File: config.mk
export PLATFORM = sky130hd
export DESIGN_NAME = shift_unit
export DESIGN_NICKNAME = d
export VERILOG_FILES = /design/src/shift_pkg.sv /design/src/shift_request_decoder.sv /design/src/shift_cmd_fifo.sv /design/src/barrel_shift_pipe.sv /design/src/shift_unit.sv
export SDC_FILE = /design/constraint.sdc
export NUM_CORES = 1
export LEC_CHECK = 0
export CAP_MARGIN = 10
export CORE_UTILIZATION = 56
export DETAILED_ROUTE_END_ITERATION = 8
export DONT_BUFFER_PORTS = 1
export HOLD_SLACK_MARGIN = 0.12
export PLACE_DENSITY = 0.81
export SYNTH_ARGS = -nofsm -noshare
export SYNTH_HDL_FRONTEND = slang
export SYNTH_SLANG_ARGS = --single-unit
File: constraint.sdc
create_clock -name clk -period 4.1 [get_ports clk]
set_input_delay 1.025 -clock clk [delete_from_list [all_inputs] [get_ports clk]]
set_output_delay 1.025 -clock clk [all_outputs]
set_load 0.02 [all_outputs]
File: src/shift_pkg.sv
`default_nettype none

package shift_pkg;

  ////////////////////////////////////////////////////////////
  // Widths and sizes
  ////////////////////////////////////////////////////////////

  // Significand width including hidden and guard bits
  localparam int unsigned SIG_W = 26;

  // Shift amount width, wide enough to hold SIG_W itself
  localparam int unsigned AMT_W = 5;

  // Command FIFO depth, a power of two
  localparam int unsigned FIFO_DEPTH = 4;
  localparam int unsigned FIFO_PTR_W = $clog2(FIFO_DEPTH);

  // Largest effective amount, everything past this is all fill
  localparam logic [AMT_W-1:0] AMT_MAX = AMT_W'(SIG_W);

  ////////////////////////////////////////////////////////////
  // Opcodes
  ////////////////////////////////////////////////////////////

  typedef enum logic [1:0] {
    OP_SHR  = 2'd0,  // right align
    OP_SHL  = 2'd1,  // left shift
    OP_NORM = 2'd2   // normalize by leading zeros
  } shift_op_e;

  ////////////////////////////////////////////////////////////
  // Payload structs
  ////////////////////////////////////////////////////////////

  // Request from the adder datapath
  typedef struct packed {
    shift_op_e        op;
    logic [SIG_W-1:0] data;
    logic [AMT_W-1:0] amount;
    logic             fill;
  } shift_req_t;

  // Decoded command, amount already saturated at SIG_W
  typedef struct packed {
    logic             dir_left;
    logic [SIG_W-1:0] data;
    logic [AMT_W-1:0] amount;
    logic             fill;
  } shift_cmd_t;

  // Shifter result
  typedef struct packed {
    logic [SIG_W-1:0] data;
    logic             sticky;
    logic [AMT_W-1:0] amount;
  } shift_res_t;

endpackage

`default_nettype wire

File: src/shift_request_decoder.sv
`timescale 1ns/1ps
`default_nettype none

module shift_request_decoder import shift_pkg::*; (
  input  wire        clk,
  input  wire        arst_n_i,
  // Request side
  input  wire        req_valid_i,
  input  wire shift_req_t req_i,
  output logic       req_ready_o,
  // Command side
  output logic       cmd_valid_o,
  output shift_cmd_t cmd_o,
  input  wire        cmd_ready_i
);

  logic             req_fire;
  logic [AMT_W-1:0] lzc;
  logic [AMT_W-1:0] eff_amount;
  logic             eff_left;
  logic             eff_fill;

  // Output register is free when empty or drained this cycle
  assign req_ready_o = !cmd_valid_o || cmd_ready_i;
  assign req_fire    = req_valid_i && req_ready_o;

  ////////////////////////////////////////////////////////////
  // Leading zero count
  ////////////////////////////////////////////////////////////

  // Priority scan from the LSB, the highest set bit wins
  always_comb begin
    lzc = AMT_MAX;
    for (int i = 0; i < SIG_W; i++) begin
      if (req_i.data[i]) begin
        lzc = AMT_W'(SIG_W - 1 - i);
      end
    end
  end

  ////////////////////////////////////////////////////////////
  // Opcode decode
  ////////////////////////////////////////////////////////////

  always_comb begin
    eff_left   = 1'b0;
    eff_fill   = req_i.fill;
    eff_amount = req_i.amount;
    case (req_i.op)
      OP_SHL: begin
        eff_left = 1'b1;
      end
      OP_NORM: begin
        eff_left   = 1'b1;
        eff_fill   = 1'b0;
        eff_amount = lzc;
      end
      default: begin
        eff_left = 1'b0;
      end
    endcase
    // Saturate, anything at or past SIG_W is all fill
    if (eff_amount > AMT_MAX) begin
      eff_amount = AMT_MAX;
    end
  end

  // One-entry output register
  always_ff @(posedge clk or negedge arst_n_i) begin
    if (!arst_n_i) begin
      cmd_valid_o <= 1'b0;
    end else if (req_ready_o) begin
      cmd_valid_o <= req_valid_i;
    end
  end

  always_ff @(posedge clk) begin
    if (req_fire) begin
      cmd_o.dir_left <= eff_left;
      cmd_o.data     <= req_i.data;
      cmd_o.amount   <= eff_amount;
      cmd_o.fill     <= eff_fill;
    end
  end

endmodule

`default_nettype wire

File: src/shift_cmd_fifo.sv
`timescale 1ns/1ps
`default_nettype none

module shift_cmd_fifo import shift_pkg::*; (
  input  wire        clk,
  input  wire        arst_n_i,
  // Write side
  input  wire        wr_valid_i,
  input  wire shift_cmd_t wr_cmd_i,
  output logic       wr_ready_o,
  // Read side
  output logic       rd_valid_o,
  output shift_cmd_t rd_cmd_o,
  input  wire        rd_ready_i
);

  shift_cmd_t            mem_q [FIFO_DEPTH];
  logic [FIFO_PTR_W-1:0] wr_ptr_q;
  logic [FIFO_PTR_W-1:0] rd_ptr_q;
  logic [FIFO_PTR_W:0]   count_q;
  logic                  full;
  logic                  empty;
  logic                  do_wr;
  logic                  do_rd;

  assign full  = (count_q == (FIFO_PTR_W + 1)'(FIFO_DEPTH));
  assign empty = (count_q == '0);

  // A full FIFO still takes a write when the head leaves this cycle
  assign wr_ready_o = !full || rd_ready_i;
  assign rd_valid_o = !empty;
  assign rd_cmd_o   = mem_q[rd_ptr_q];

  assign do_wr = wr_valid_i && wr_ready_o;
  assign do_rd = rd_valid_o && rd_ready_i;

  ////////////////////////////////////////////////////////////
  // Pointers and occupancy
  ////////////////////////////////////////////////////////////

  always_ff @(posedge clk or negedge arst_n_i) begin
    if (!arst_n_i) begin
      wr_ptr_q <= '0;
      rd_ptr_q <= '0;
      count_q  <= '0;
    end else begin
      if (do_wr) begin
        wr_ptr_q <= wr_ptr_q + 1'b1;
      end
      if (do_rd) begin
        rd_ptr_q <= rd_ptr_q + 1'b1;
      end
      case ({do_wr, do_rd})
        2'b10:   count_q <= count_q + 1'b1;
        2'b01:   count_q <= count_q - 1'b1;
        default: count_q <= count_q;
      endcase
    end
  end

  // Storage
  always_ff @(posedge clk) begin
    if (do_wr) begin
      mem_q[wr_ptr_q] <= wr_cmd_i;
    end
  end

endmodule

`default_nettype wire

File: src/barrel_shift_pipe.sv
`timescale 1ns/1ps
`default_nettype none

module barrel_shift_pipe import shift_pkg::*; (
  input  wire        clk,
  input  wire        arst_n_i,
  // Command side
  input  wire        cmd_valid_i,
  input  wire shift_cmd_t cmd_i,
  output logic       cmd_ready_o,
  // Result side
  output logic       res_valid_o,
  output shift_res_t res_o,
  input  wire        res_ready_i
);

  // Reversal arrays
  logic [SIG_W-1:0] in_rev;
  logic [SIG_W-1:0] out_rev;

  // Right shifter
  logic [SIG_W-1:0] fill_vec;
  logic [SIG_W-1:0] shift_word;
  logic             shift_sticky;

  // Stage 1 registers
  logic             s1_valid_q;
  logic [SIG_W-1:0] s1_word_q;
  logic             s1_sticky_q;
  logic             s1_left_q;
  logic [AMT_W-1:0] s1_amount_q;

  // Stage 2 handshake
  logic             s2_free;
  logic             s1_load;
  logic             s2_load;

  ////////////////////////////////////////////////////////////
  // Handshake
  ////////////////////////////////////////////////////////////

  // Stage 2 moves when empty or when the result is taken
  assign s2_free     = !res_valid_o || res_ready_i;
  assign cmd_ready_o = !s1_valid_q || s2_free;
  assign s1_load     = cmd_valid_i && cmd_ready_o;
  assign s2_load     = s1_valid_q && s2_free;

  ////////////////////////////////////////////////////////////
  // Bit reversal mux arrays
  ////////////////////////////////////////////////////////////

  // Input array flips before the shift, output array flips back
  for (genvar i = 0; i < SIG_W; i++) begin : g_rev
    assign in_rev[i]  = cmd_i.dir_left ? cmd_i.data[SIG_W-1-i] : cmd_i.data[i];
    assign out_rev[i] = s1_left_q ? s1_word_q[SIG_W-1-i] : s1_word_q[i];
  end

  assign fill_vec = {SIG_W{cmd_i.fill}};

  // Log barrel, one level per amount bit, fill enters from the top
  always_comb begin
    shift_word   = in_rev;
    shift_sticky = 1'b0;
    for (int k = 0; k < AMT_W; k++) begin
      logic [SIG_W-1:0] lvl_mask;
      lvl_mask = ~({SIG_W{1'b1}} << (1 << k));
      if (cmd_i.amount[k]) begin
        // Bits falling off the bottom at this level
        shift_sticky = shift_sticky | (|(shift_word & lvl_mask));
        shift_word   = SIG_W'({fill_vec, shift_word} >> (1 << k));
      end
    end
  end

  ////////////////////////////////////////////////////////////
  // Stage 1
  ////////////////////////////////////////////////////////////

  always_ff @(posedge clk or negedge arst_n_i) begin
    if (!arst_n_i) begin
      s1_valid_q <= 1'b0;
    end else if (cmd_ready_o) begin
      s1_valid_q <= cmd_valid_i;
    end
  end

  always_ff @(posedge clk) begin
    if (s1_load) begin
      s1_word_q   <= shift_word;
      // Left shifts drop bits at the top, no sticky
      s1_sticky_q <= shift_sticky & ~cmd_i.dir_left;
      s1_left_q   <= cmd_i.dir_left;
      s1_amount_q <= cmd_i.amount;
    end
  end

  ////////////////////////////////////////////////////////////
  // Stage 2
  ////////////////////////////////////////////////////////////

  always_ff @(posedge clk or negedge arst_n_i) begin
    if (!arst_n_i) begin
      res_valid_o <= 1'b0;
    end else if (s2_free) begin
      res_valid_o <= s1_valid_q;
    end
  end

  always_ff @(posedge clk) begin
    if (s2_load) begin
      res_o.data   <= out_rev;
      res_o.sticky <= s1_sticky_q;
      res_o.amount <= s1_amount_q;
    end
  end

endmodule

`default_nettype wire

File: src/shift_unit.sv
`timescale 1ns/1ps
`default_nettype none

module shift_unit import shift_pkg::*; (
  input  wire        clk,
  input  wire        arst_n_i,
  // Requests
  input  wire        req_valid_i,
  input  wire shift_req_t req_i,
  output logic       req_ready_o,
  // Results
  output logic       res_valid_o,
  output shift_res_t res_o,
  input  wire        res_ready_i
);

  // Decoder to FIFO
  logic       dec_valid;
  shift_cmd_t dec_cmd;
  logic       dec_ready;

  // FIFO to shifter
  logic       fifo_valid;
  shift_cmd_t fifo_cmd;
  logic       fifo_ready;

  ////////////////////////////////////////////////////////////
  // Decode, buffer, shift
  ////////////////////////////////////////////////////////////

  shift_request_decoder u_decoder (
    .clk         (clk),
    .arst_n_i    (arst_n_i),
    .req_valid_i (req_valid_i),
    .req_i       (req_i),
    .req_ready_o (req_ready_o),
    .cmd_valid_o (dec_valid),
    .cmd_o       (dec_cmd),
    .cmd_ready_i (dec_ready)
  );

  shift_cmd_fifo u_fifo (
    .clk        (clk),
    .arst_n_i   (arst_n_i),
    .wr_valid_i (dec_valid),
    .wr_cmd_i   (dec_cmd),
    .wr_ready_o (dec_ready),
    .rd_valid_o (fifo_valid),
    .rd_cmd_o   (fifo_cmd),
    .rd_ready_i (fifo_ready)
  );

  barrel_shift_pipe u_pipe (
    .clk         (clk),
    .arst_n_i    (arst_n_i),
    .cmd_valid_i (fifo_valid),
    .cmd_i       (fifo_cmd),
    .cmd_ready_o (fifo_ready),
    .res_valid_o (res_valid_o),
    .res_o       (res_o),
    .res_ready_i (res_ready_i)
  );

endmodule

`default_nettype wire

After elaboration in Yosys (flattened, before gate mapping)
Memories as Yosys holds them, arrays and structs flattened.
Index checks and enable logic that the tools add are counted.
{"block": "totals", "regBits": 108, "ramBits": 132, "mem_count": 1}
{"name": "u_fifo.mem_q", "words": 4, "word_bits": 33, "rd": 1, "rd_clocked_by_memory_dff": 0, "write_ports": 1, "line_no": "shift_cmd_fifo.sv:17", "source": "shift_cmd_t mem_q [FIFO_DEPTH];"}
{"block": "classes", "addsub": 4, "n_lt_le_gt_ge": 1, "n_eq_ne": 5, "n_mux": 93, "n_bitwise": 6, "reduce_logical": 20}
{"cell": "26-bit 2-to-1 mux", "n": 5}
{"cell": "5-bit 2-to-1 mux", "n": 26}
{"cell": "1-bit 2-to-1 mux", "n": 60}
{"cell": "16-bit OR reduction", "n": 1}
{"cell": "8-bit OR reduction", "n": 1}
{"cell": "3-bit one-hot mux with 2 select lines", "n": 1}
{"cell": "5-bit > comparator (second input constant)", "n": 1}
{"cell": "1-bit logical NOT", "n": 5}
{"cell": "2-bit by 1-bit adder with 2-bit output (second input constant)", "n": 2}
{"cell": "2-bit by 1-bit == test with 1-bit output (second input constant)", "n": 2}
{"cell": "2-bit == test (second input constant)", "n": 2}
{"cell": "1-bit logical AND", "n": 4}
{"cell": "1-bit logical OR", "n": 4}
{"cell": "1-bit bitwise OR", "n": 4}
{"cell": "2-bit OR reduction", "n": 2}
{"cell": "4-bit OR reduction", "n": 1}
{"cell": "3-bit by 1-bit adder with 3-bit output (second input constant)", "n": 1}
{"cell": "3-bit == test (second input constant)", "n": 1}
{"cell": "3-bit logical NOT", "n": 1}
{"cell": "3-bit by 1-bit subtractor with 3-bit output (second input constant)", "n": 1}
{"cell": "2-bit 2-to-1 mux", "n": 1}
{"cell": "2-bit nonzero test", "n": 1}
{"cell": "1-bit bitwise AND", "n": 1}
{"cell": "1-bit inverter", "n": 1}

Logic depth before layout (Yosys ltp)
{"block": "depth", "word_depth": 28, "depth_mapped": 14, "depth_no_buf": 11}

Hierarchy
Synthesis repeated with hierarchy kept, for this count alone.
{"block": "hier_totals", "cells_unflattened": 730, "area_unflattened_um2": 11488.5}
{"mod": "shift_cmd_fifo", "instances": 1, "cells_each": 212, "area_per_inst_um2": 5190.0, "seq_area_each_um2": 4139.0}
{"mod": "barrel_shift_pipe", "instances": 1, "cells_each": 415, "area_per_inst_um2": 4860.9, "seq_area_each_um2": 2001.9}
{"mod": "shift_request_decoder", "instances": 1, "cells_each": 103, "area_per_inst_um2": 1437.6, "seq_area_each_um2": 1016.0}

Worst setup path after synthesis
Ideal clock, no wire load.
{"block": "synth_path", "path_type": "input port to flip-flop", "from": "input res_ready_i", "to": "register u_fifo.count_q[2]", "t_arrival_ns": 4.177, "slack_ns": -0.156, "path_stages": 8, "cell_sequence": "nor2b_1 > a21oi_1 > ha_1 > inv_1 > fa_1 > xor2_1 > nor2_1 > xor2_1"}
{"block": "synth_via", "elab_cells_between_ends": 9, "classes_between": "2 x eq/ne; 1 x mux; 6 x reduce/logical"}
{"element": "start: declaration", "line_no": "shift_unit.sv:14", "source": "input wire res_ready_i"}
{"element": "1-bit logical OR *", "line_no": "barrel_shift_pipe.sv:43", "source": "assign s2_free = !res_valid_o || res_ready_i;"}
{"element": "1-bit logical OR *", "line_no": "barrel_shift_pipe.sv:44", "source": "assign cmd_ready_o = !s1_valid_q || s2_free;"}
{"element": "1-bit logical AND *", "line_no": "shift_cmd_fifo.sv:35", "source": "assign do_rd = rd_valid_o && rd_ready_i;"}
{"element": "named net u_fifo.do_rd", "line_no": "shift_cmd_fifo.sv:24", "source": "logic do_rd;"}
{"element": "2-bit by 1-bit == test with 1-bit output or 2-bit == test (tied branches)", "line_no": "shift_cmd_fifo.sv:53", "source": "case ({do_wr, do_rd})"}
{"element": "3-bit one-hot mux with 2 select lines or 2-bit nonzero test (tied branches)"}
{"element": "end signal: assignment", "line_no": "shift_cmd_fifo.sv:54", "source": "2'b10: count_q <= count_q + 1'b1;"}
{"element": "end signal: assignment", "line_no": "shift_cmd_fifo.sv:55", "source": "2'b01: count_q <= count_q - 1'b1;"}
{"element": "end signal: assignment", "line_no": "shift_cmd_fifo.sv:56", "source": "default: count_q <= count_q;"}
{"element": "end: declaration", "line_no": "shift_cmd_fifo.sv:20", "source": "logic [FIFO_PTR_W:0] count_q;"}
The timed path passes the listed nets; every way through them passes the cells marked *.
A chain may end at the register's enable or synchronous reset.

Worst setup path after layout
{"block": "layout_path", "from": "register u_fifo.rd_ptr_q[1]", "to": "register u_pipe.s1_sticky_q, data pin"}
{"block": "layout_via", "elab_chain_cells": 13, "elab_cells_between_ends": 46, "classes_between": "35 x mux; 6 x bitwise; 4 x reduce/logical; 1 x memory"}
{"element": "start: declaration", "line_no": "shift_cmd_fifo.sv:19", "source": "logic [FIFO_PTR_W-1:0] rd_ptr_q;"}
{"element": "start signal: assignment", "line_no": "shift_cmd_fifo.sv:51", "source": "rd_ptr_q <= rd_ptr_q + 1'b1;"}
{"element": "memory 4 x 33 bit *"}
{"element": "1-bit 2-to-1 mux", "line_no": "barrel_shift_pipe.sv:54", "source": "assign in_rev[i] = cmd_i.dir_left ? cmd_i.data[SIG_W-1-i] : cmd_i.data[i];"}
{"element": "26-bit 2-to-1 mux", "line_no": "barrel_shift_pipe.sv:67", "source": "if (cmd_i.amount[k]) begin"}
{"element": "2-bit OR reduction", "line_no": "barrel_shift_pipe.sv:69", "source": "shift_sticky = shift_sticky | (|(shift_word & lvl_mask));"}
{"element": "1-bit bitwise OR", "line_no": "barrel_shift_pipe.sv:69"}
{"element": "1-bit 2-to-1 mux", "line_no": "barrel_shift_pipe.sv:67"}
{"element": "1-bit bitwise OR", "line_no": "barrel_shift_pipe.sv:69"}
{"element": "1-bit 2-to-1 mux", "line_no": "barrel_shift_pipe.sv:67"}
{"element": "1-bit bitwise OR", "line_no": "barrel_shift_pipe.sv:69"}
{"element": "1-bit 2-to-1 mux", "line_no": "barrel_shift_pipe.sv:67"}
{"element": "1-bit bitwise OR", "line_no": "barrel_shift_pipe.sv:69"}
{"element": "1-bit 2-to-1 mux", "line_no": "barrel_shift_pipe.sv:67"}
{"element": "1-bit bitwise AND *", "line_no": "barrel_shift_pipe.sv:91", "source": "s1_sticky_q <= shift_sticky & ~cmd_i.dir_left;"}
{"element": "end signal: assignment", "line_no": "barrel_shift_pipe.sv:91"}
{"element": "end: declaration", "line_no": "barrel_shift_pipe.sv:29", "source": "logic s1_sticky_q;"}
Every way passes the cells marked *; elsewhere a longest branch is shown, timed or not.

==> run summary <==
Counting every sink on the clock net gives 240. The run gives 0.53 ns as the clock insertion delay at the later pin of the skew report. Counting the buffers created by CTS gives 24. The tools report the worst flop-to-flop path endpoint as u_pipe.s1_sticky_q$_DFFE_PP_. In this run the clock root is driven by a sky130_fd_sc_hd__clkbuf_16. The main flop type after synthesis is sky130_fd_sc_hd__edfxtp_1. The routed length per placed instance is 22.54 um, and the data arrival time of the critical path is 3.96 ns.

The total via count in the routed design is 6694. The number of nets handed over by synthesis was 807. In the routed layout, each cell is associated on average with a via count of 6.381. The H-tree depth was 1.

The initial cell density of the core was 0.5756; the number of nets still failing antenna checks after routing was 0. Number of gates resized after CTS: 0. TritonCTS built the clock tree. The critical path goes through buf_4 -> mux4_1 -> mux2_4 -> o22ai_1 -> nor2_1 -> mux4_2 -> a211o_1 -> nor4_1 -> a31o_1 -> a31oi_1. The cell depth of the worst flop-to-flop path works out to 10. In the synthesized netlist, the number of instances is 762. The worst setup path is of the flop to flop kind.

The via count of the first global-routing pass was 6605; the sequential cell area was 7158 um2. Across the routed clock network, the largest skew measured is 0.01289 ns. Number of synthesized flops with an enable pin: 230. Worst min-delay path category: primary input to asynchronous set/reset pin. The tool flagged a number of max-cap violations equal to 0. Setup slack on the worst reg-to-reg path comes out at 0.38 ns. The average footprint of a synthesized cell works out to 14.80 um2.

The tools report the pin count of the biggest net entering global routing as 62. The slew of the pin with the lowest slew margin was 0.9788 ns. The top cell types in the final layout, fill and taps aside, are sky130_fd_sc_hd__edfxtp_1 (230), sky130_fd_sc_hd__mux2_2 (69), sky130_fd_sc_hd__nor2_1 (41). The count of input and output buffers works out to 0.

After synthesis, the netlist uses 65 different library cells. For the final cell utilization of the core, the log shows 0.6345. Setup repair after global routing left no endpoint under its margin.

For the overall track demand over capacity in global routing, the log shows 0.2344. Sequential-to-total area share from yosys stat: 0.6347. The tools report the global route total overflow as 0.

The Yosys step of the flow raised 0 warnings. The count of pins over their slew limit is 0. STA puts the critical path data required time at 4.34 ns. The number of hold buffers added after CTS was 0. The first global-routing pass estimated 36200 um of wire. The overall routed net length came out at 23650 um. From synthesis to final layout, the design area changed by 10.24%.

The first detailed-routing pass ran for 5 iterations. Clock-pin slew was measured on the worst setup and hold paths at 0.06 ns. The count of unresolved DRC violations after routing came out at 0.

The highest attainable clock frequency is 268.6 MHz, and the fraction of layout instances using a drive strength above 1 is 0.2168. The fraction of the cycle the final worst path needs is 0.9080. The final critical delay including setup and external delays was 3.723 ns; the netlist area before placement was 11280 um2. Post-CTS timing repair inserted 0 buffers for setup. The number of primary I/O pins is 72, and the total of endpoints with negative setup slack in the final report is 0. STA classifies the critical path endpoint as a flop.

The worst hold margin is 0.1867 ns, and the maximum clock insertion buffer count is 3. The async set or reset register ratio after synthesis works out to 0.04167. The detailed router finished its first iteration with 511 violations.

The cell type of the slowest stage on the worst timing path is sky130_fd_sc_hd__dfrtp_1. The layout has 1441 filler cells. For the worst slack at placement, the log shows 0.4245 ns. The chip width is 143.9 um.

Setup total negative slack on the finished layout was measured at 0 ns. The critical path launch point type was a flop. The number of placement rows is 51, and the initial antenna violation count is 0.

Detailed placement ended at an HPWL of 16670 um. The multi-input combinational cells in the finished layout cover a total of 3852 um2. After synthesis the netlist holds a flip-flop and latch count of 240.

The worst slew slack as a fraction of its limit is 0.3474. Along the worst path, the maximum fanout reaches 28. The startpoint identified for the worst register-to-register timing path is u_fifo.rd_ptr_q[1]$_DFFE_PN0P_.

The weighted congestion at the end of routability-driven global placement is 1.036. The run gives 811 as the final-stage net count. The die covers 20710 um2. On the worst path, the slowest cell contributes a delay of 0.55 ns. The flow ran to the end, and the final reports show no timing, DRC or antenna violations. The worst path meets setup with 0.3770 ns of slack.

The library cell used most frequently in the layout, excluding fill and tap cells, is sky130_fd_sc_hd__edfxtp_1. The die extent in y is 143.9 um. In this run the standard cell core region covers 19590 um2.

The antenna cell count was 0; the number of endpoints with negative hold slack in the final report was 0.
layer usage:
layer	up-vias	track usage	wire length, um	share of wire
met5	-	0	0	0
met4	0	0.09798	928	0.039
met3	71	0.03865	1391	0.059
met2	303	0.4025	11640	0.49
met1	3263	0.2946	9693	0.41
li1	3057	-	-	-
worst max-delay path: cells and delay by family, from the launching register on:
kind	cells	cell delay, ns
and+or+nand+nor	2	0.40
muxes	3	1.30
DFF	1	0.55
AOI/OAI and AO/OA	4	0.73
buffers and inverters	1	0.42
kinds of logic (layout without fill, tap and decap cells):
kind of cell | after synthesis | in the layout | synth area share
buffers and inverters | 63 | 85 | 0.02530
AO/OA/AOI/OAI | 168 | 168 | 0.09576
multiplexers | 134 | 134 | 0.1683
adder cells (fa/ha/maj) | 7 | 7 | 0.008433
flip-flops | 240 | 240 | 0.6347
XOR/XNOR | 7 | 7 | 0.005437
AND/OR/NAND/NOR | 143 | 143 | 0.06203
layout make-up:
cell class | count | share of cell area
flip-flops and latches | 240 | 0.5758
multi-input cells | 459 | 0.3099
clock buffers | 30 | 0.05415
well taps | 265 | 0.02667
repair buffers | 21 | 0.01470
clock inverters | 14 | 0.01268
inverters | 20 | 0.006039
synth_stat cells (3+ instances only):
master | count | area [um2]
sky130_fd_sc_hd__edfxtp_1 | 230 | 6907
sky130_fd_sc_hd__o21bai_1 | 3 | 22.52
sky130_fd_sc_hd__o211ai_1 | 7 | 52.55
sky130_fd_sc_hd__ha_1 | 6 | 75.07
sky130_fd_sc_hd__inv_1 | 18 | 67.56
sky130_fd_sc_hd__buf_1 | 5 | 18.77
sky130_fd_sc_hd__o21a_1 | 5 | 37.54
sky130_fd_sc_hd__a21oi_1 | 39 | 195.2
sky130_fd_sc_hd__mux4_2 | 23 | 518.0
sky130_fd_sc_hd__and2_1 | 4 | 25.02
sky130_fd_sc_hd__nor4_1 | 8 | 50.05
sky130_fd_sc_hd__or2_2 | 5 | 31.28
sky130_fd_sc_hd__buf_2 | 14 | 70.07
sky130_fd_sc_hd__mux2_1 | 8 | 90.09
sky130_fd_sc_hd__nand2b_1 | 9 | 56.30
sky130_fd_sc_hd__nand3_1 | 5 | 25.02
sky130_fd_sc_hd__buf_6 | 4 | 45.04
sky130_fd_sc_hd__mux2_2 | 69 | 777.0
sky130_fd_sc_hd__nor2b_1 | 10 | 62.56
sky130_fd_sc_hd__a31oi_1 | 6 | 37.54
sky130_fd_sc_hd__mux2i_1 | 22 | 220.2
sky130_fd_sc_hd__dfrtp_1 | 10 | 250.2
sky130_fd_sc_hd__o22ai_1 | 39 | 244.0
sky130_fd_sc_hd__clkbuf_1 | 19 | 71.32
sky130_fd_sc_hd__a211oi_1 | 9 | 67.56
sky130_fd_sc_hd__o31ai_1 | 5 | 37.54
sky130_fd_sc_hd__nor2_1 | 41 | 153.9
sky130_fd_sc_hd__and3_1 | 6 | 37.54
sky130_fd_sc_hd__xnor2_1 | 3 | 26.28
sky130_fd_sc_hd__nand2_1 | 32 | 120.1
sky130_fd_sc_hd__nor3_1 | 13 | 65.06
sky130_fd_sc_hd__mux4_1 | 10 | 262.8
sky130_fd_sc_hd__o221ai_1 | 4 | 35.03
sky130_fd_sc_hd__xor2_1 | 4 | 35.03
sky130_fd_sc_hd__o21ai_0 | 26 | 130.1
worst max path at each step:
stage | end | start | slack (ns) | cells after the start
after floorplan | u_fifo.count_q[2]$_DFFE_PN0P_ | res_ready_i | 0.69 | 8
after global placement | u_pipe.s1_sticky_q$_DFFE_PP_ | u_fifo.rd_ptr_q[0]$_DFFE_PN0P_ | 0.50 | 10
after detailed placement | u_pipe.s1_sticky_q$_DFFE_PP_ | u_fifo.rd_ptr_q[1]$_DFFE_PN0P_ | 0.42 | 10
after CTS | u_pipe.s1_sticky_q$_DFFE_PP_ | u_fifo.rd_ptr_q[1]$_DFFE_PN0P_ | 0.41 | 10
after global routing | u_pipe.s1_sticky_q$_DFFE_PP_ | u_fifo.rd_ptr_q[1]$_DFFE_PN0P_ | 0.22 | 10
final | u_pipe.s1_sticky_q$_DFFE_PP_ | u_fifo.rd_ptr_q[1]$_DFFE_PN0P_ | 0.38 | 10
per-stage QoR:
step / cell area [um2] / std cells
final: 12430 / 1049
after global routing: 12430 / 1049
after CTS: 12430 / 1049
after detailed placement: 11600 / 1005
after global placement: 11600 / 1005
after floorplan: 11280 / 762
state kept, by name, indices dropped and copies added, names as in the netlist, 2 cells and up:
register and count:
u_decoder.cmd_o 33, u_fifo.count_q 3, u_fifo.mem_q 132, u_fifo.rd_ptr_q 2, u_fifo.wr_ptr_q 2, u_pipe.res_o 32
u_pipe.s1_amount_q 5, u_pipe.s1_word_q 26
Power is not shown: default switching activity piles up to over one toggle a cycle in this logic, so the estimate is an artifact.
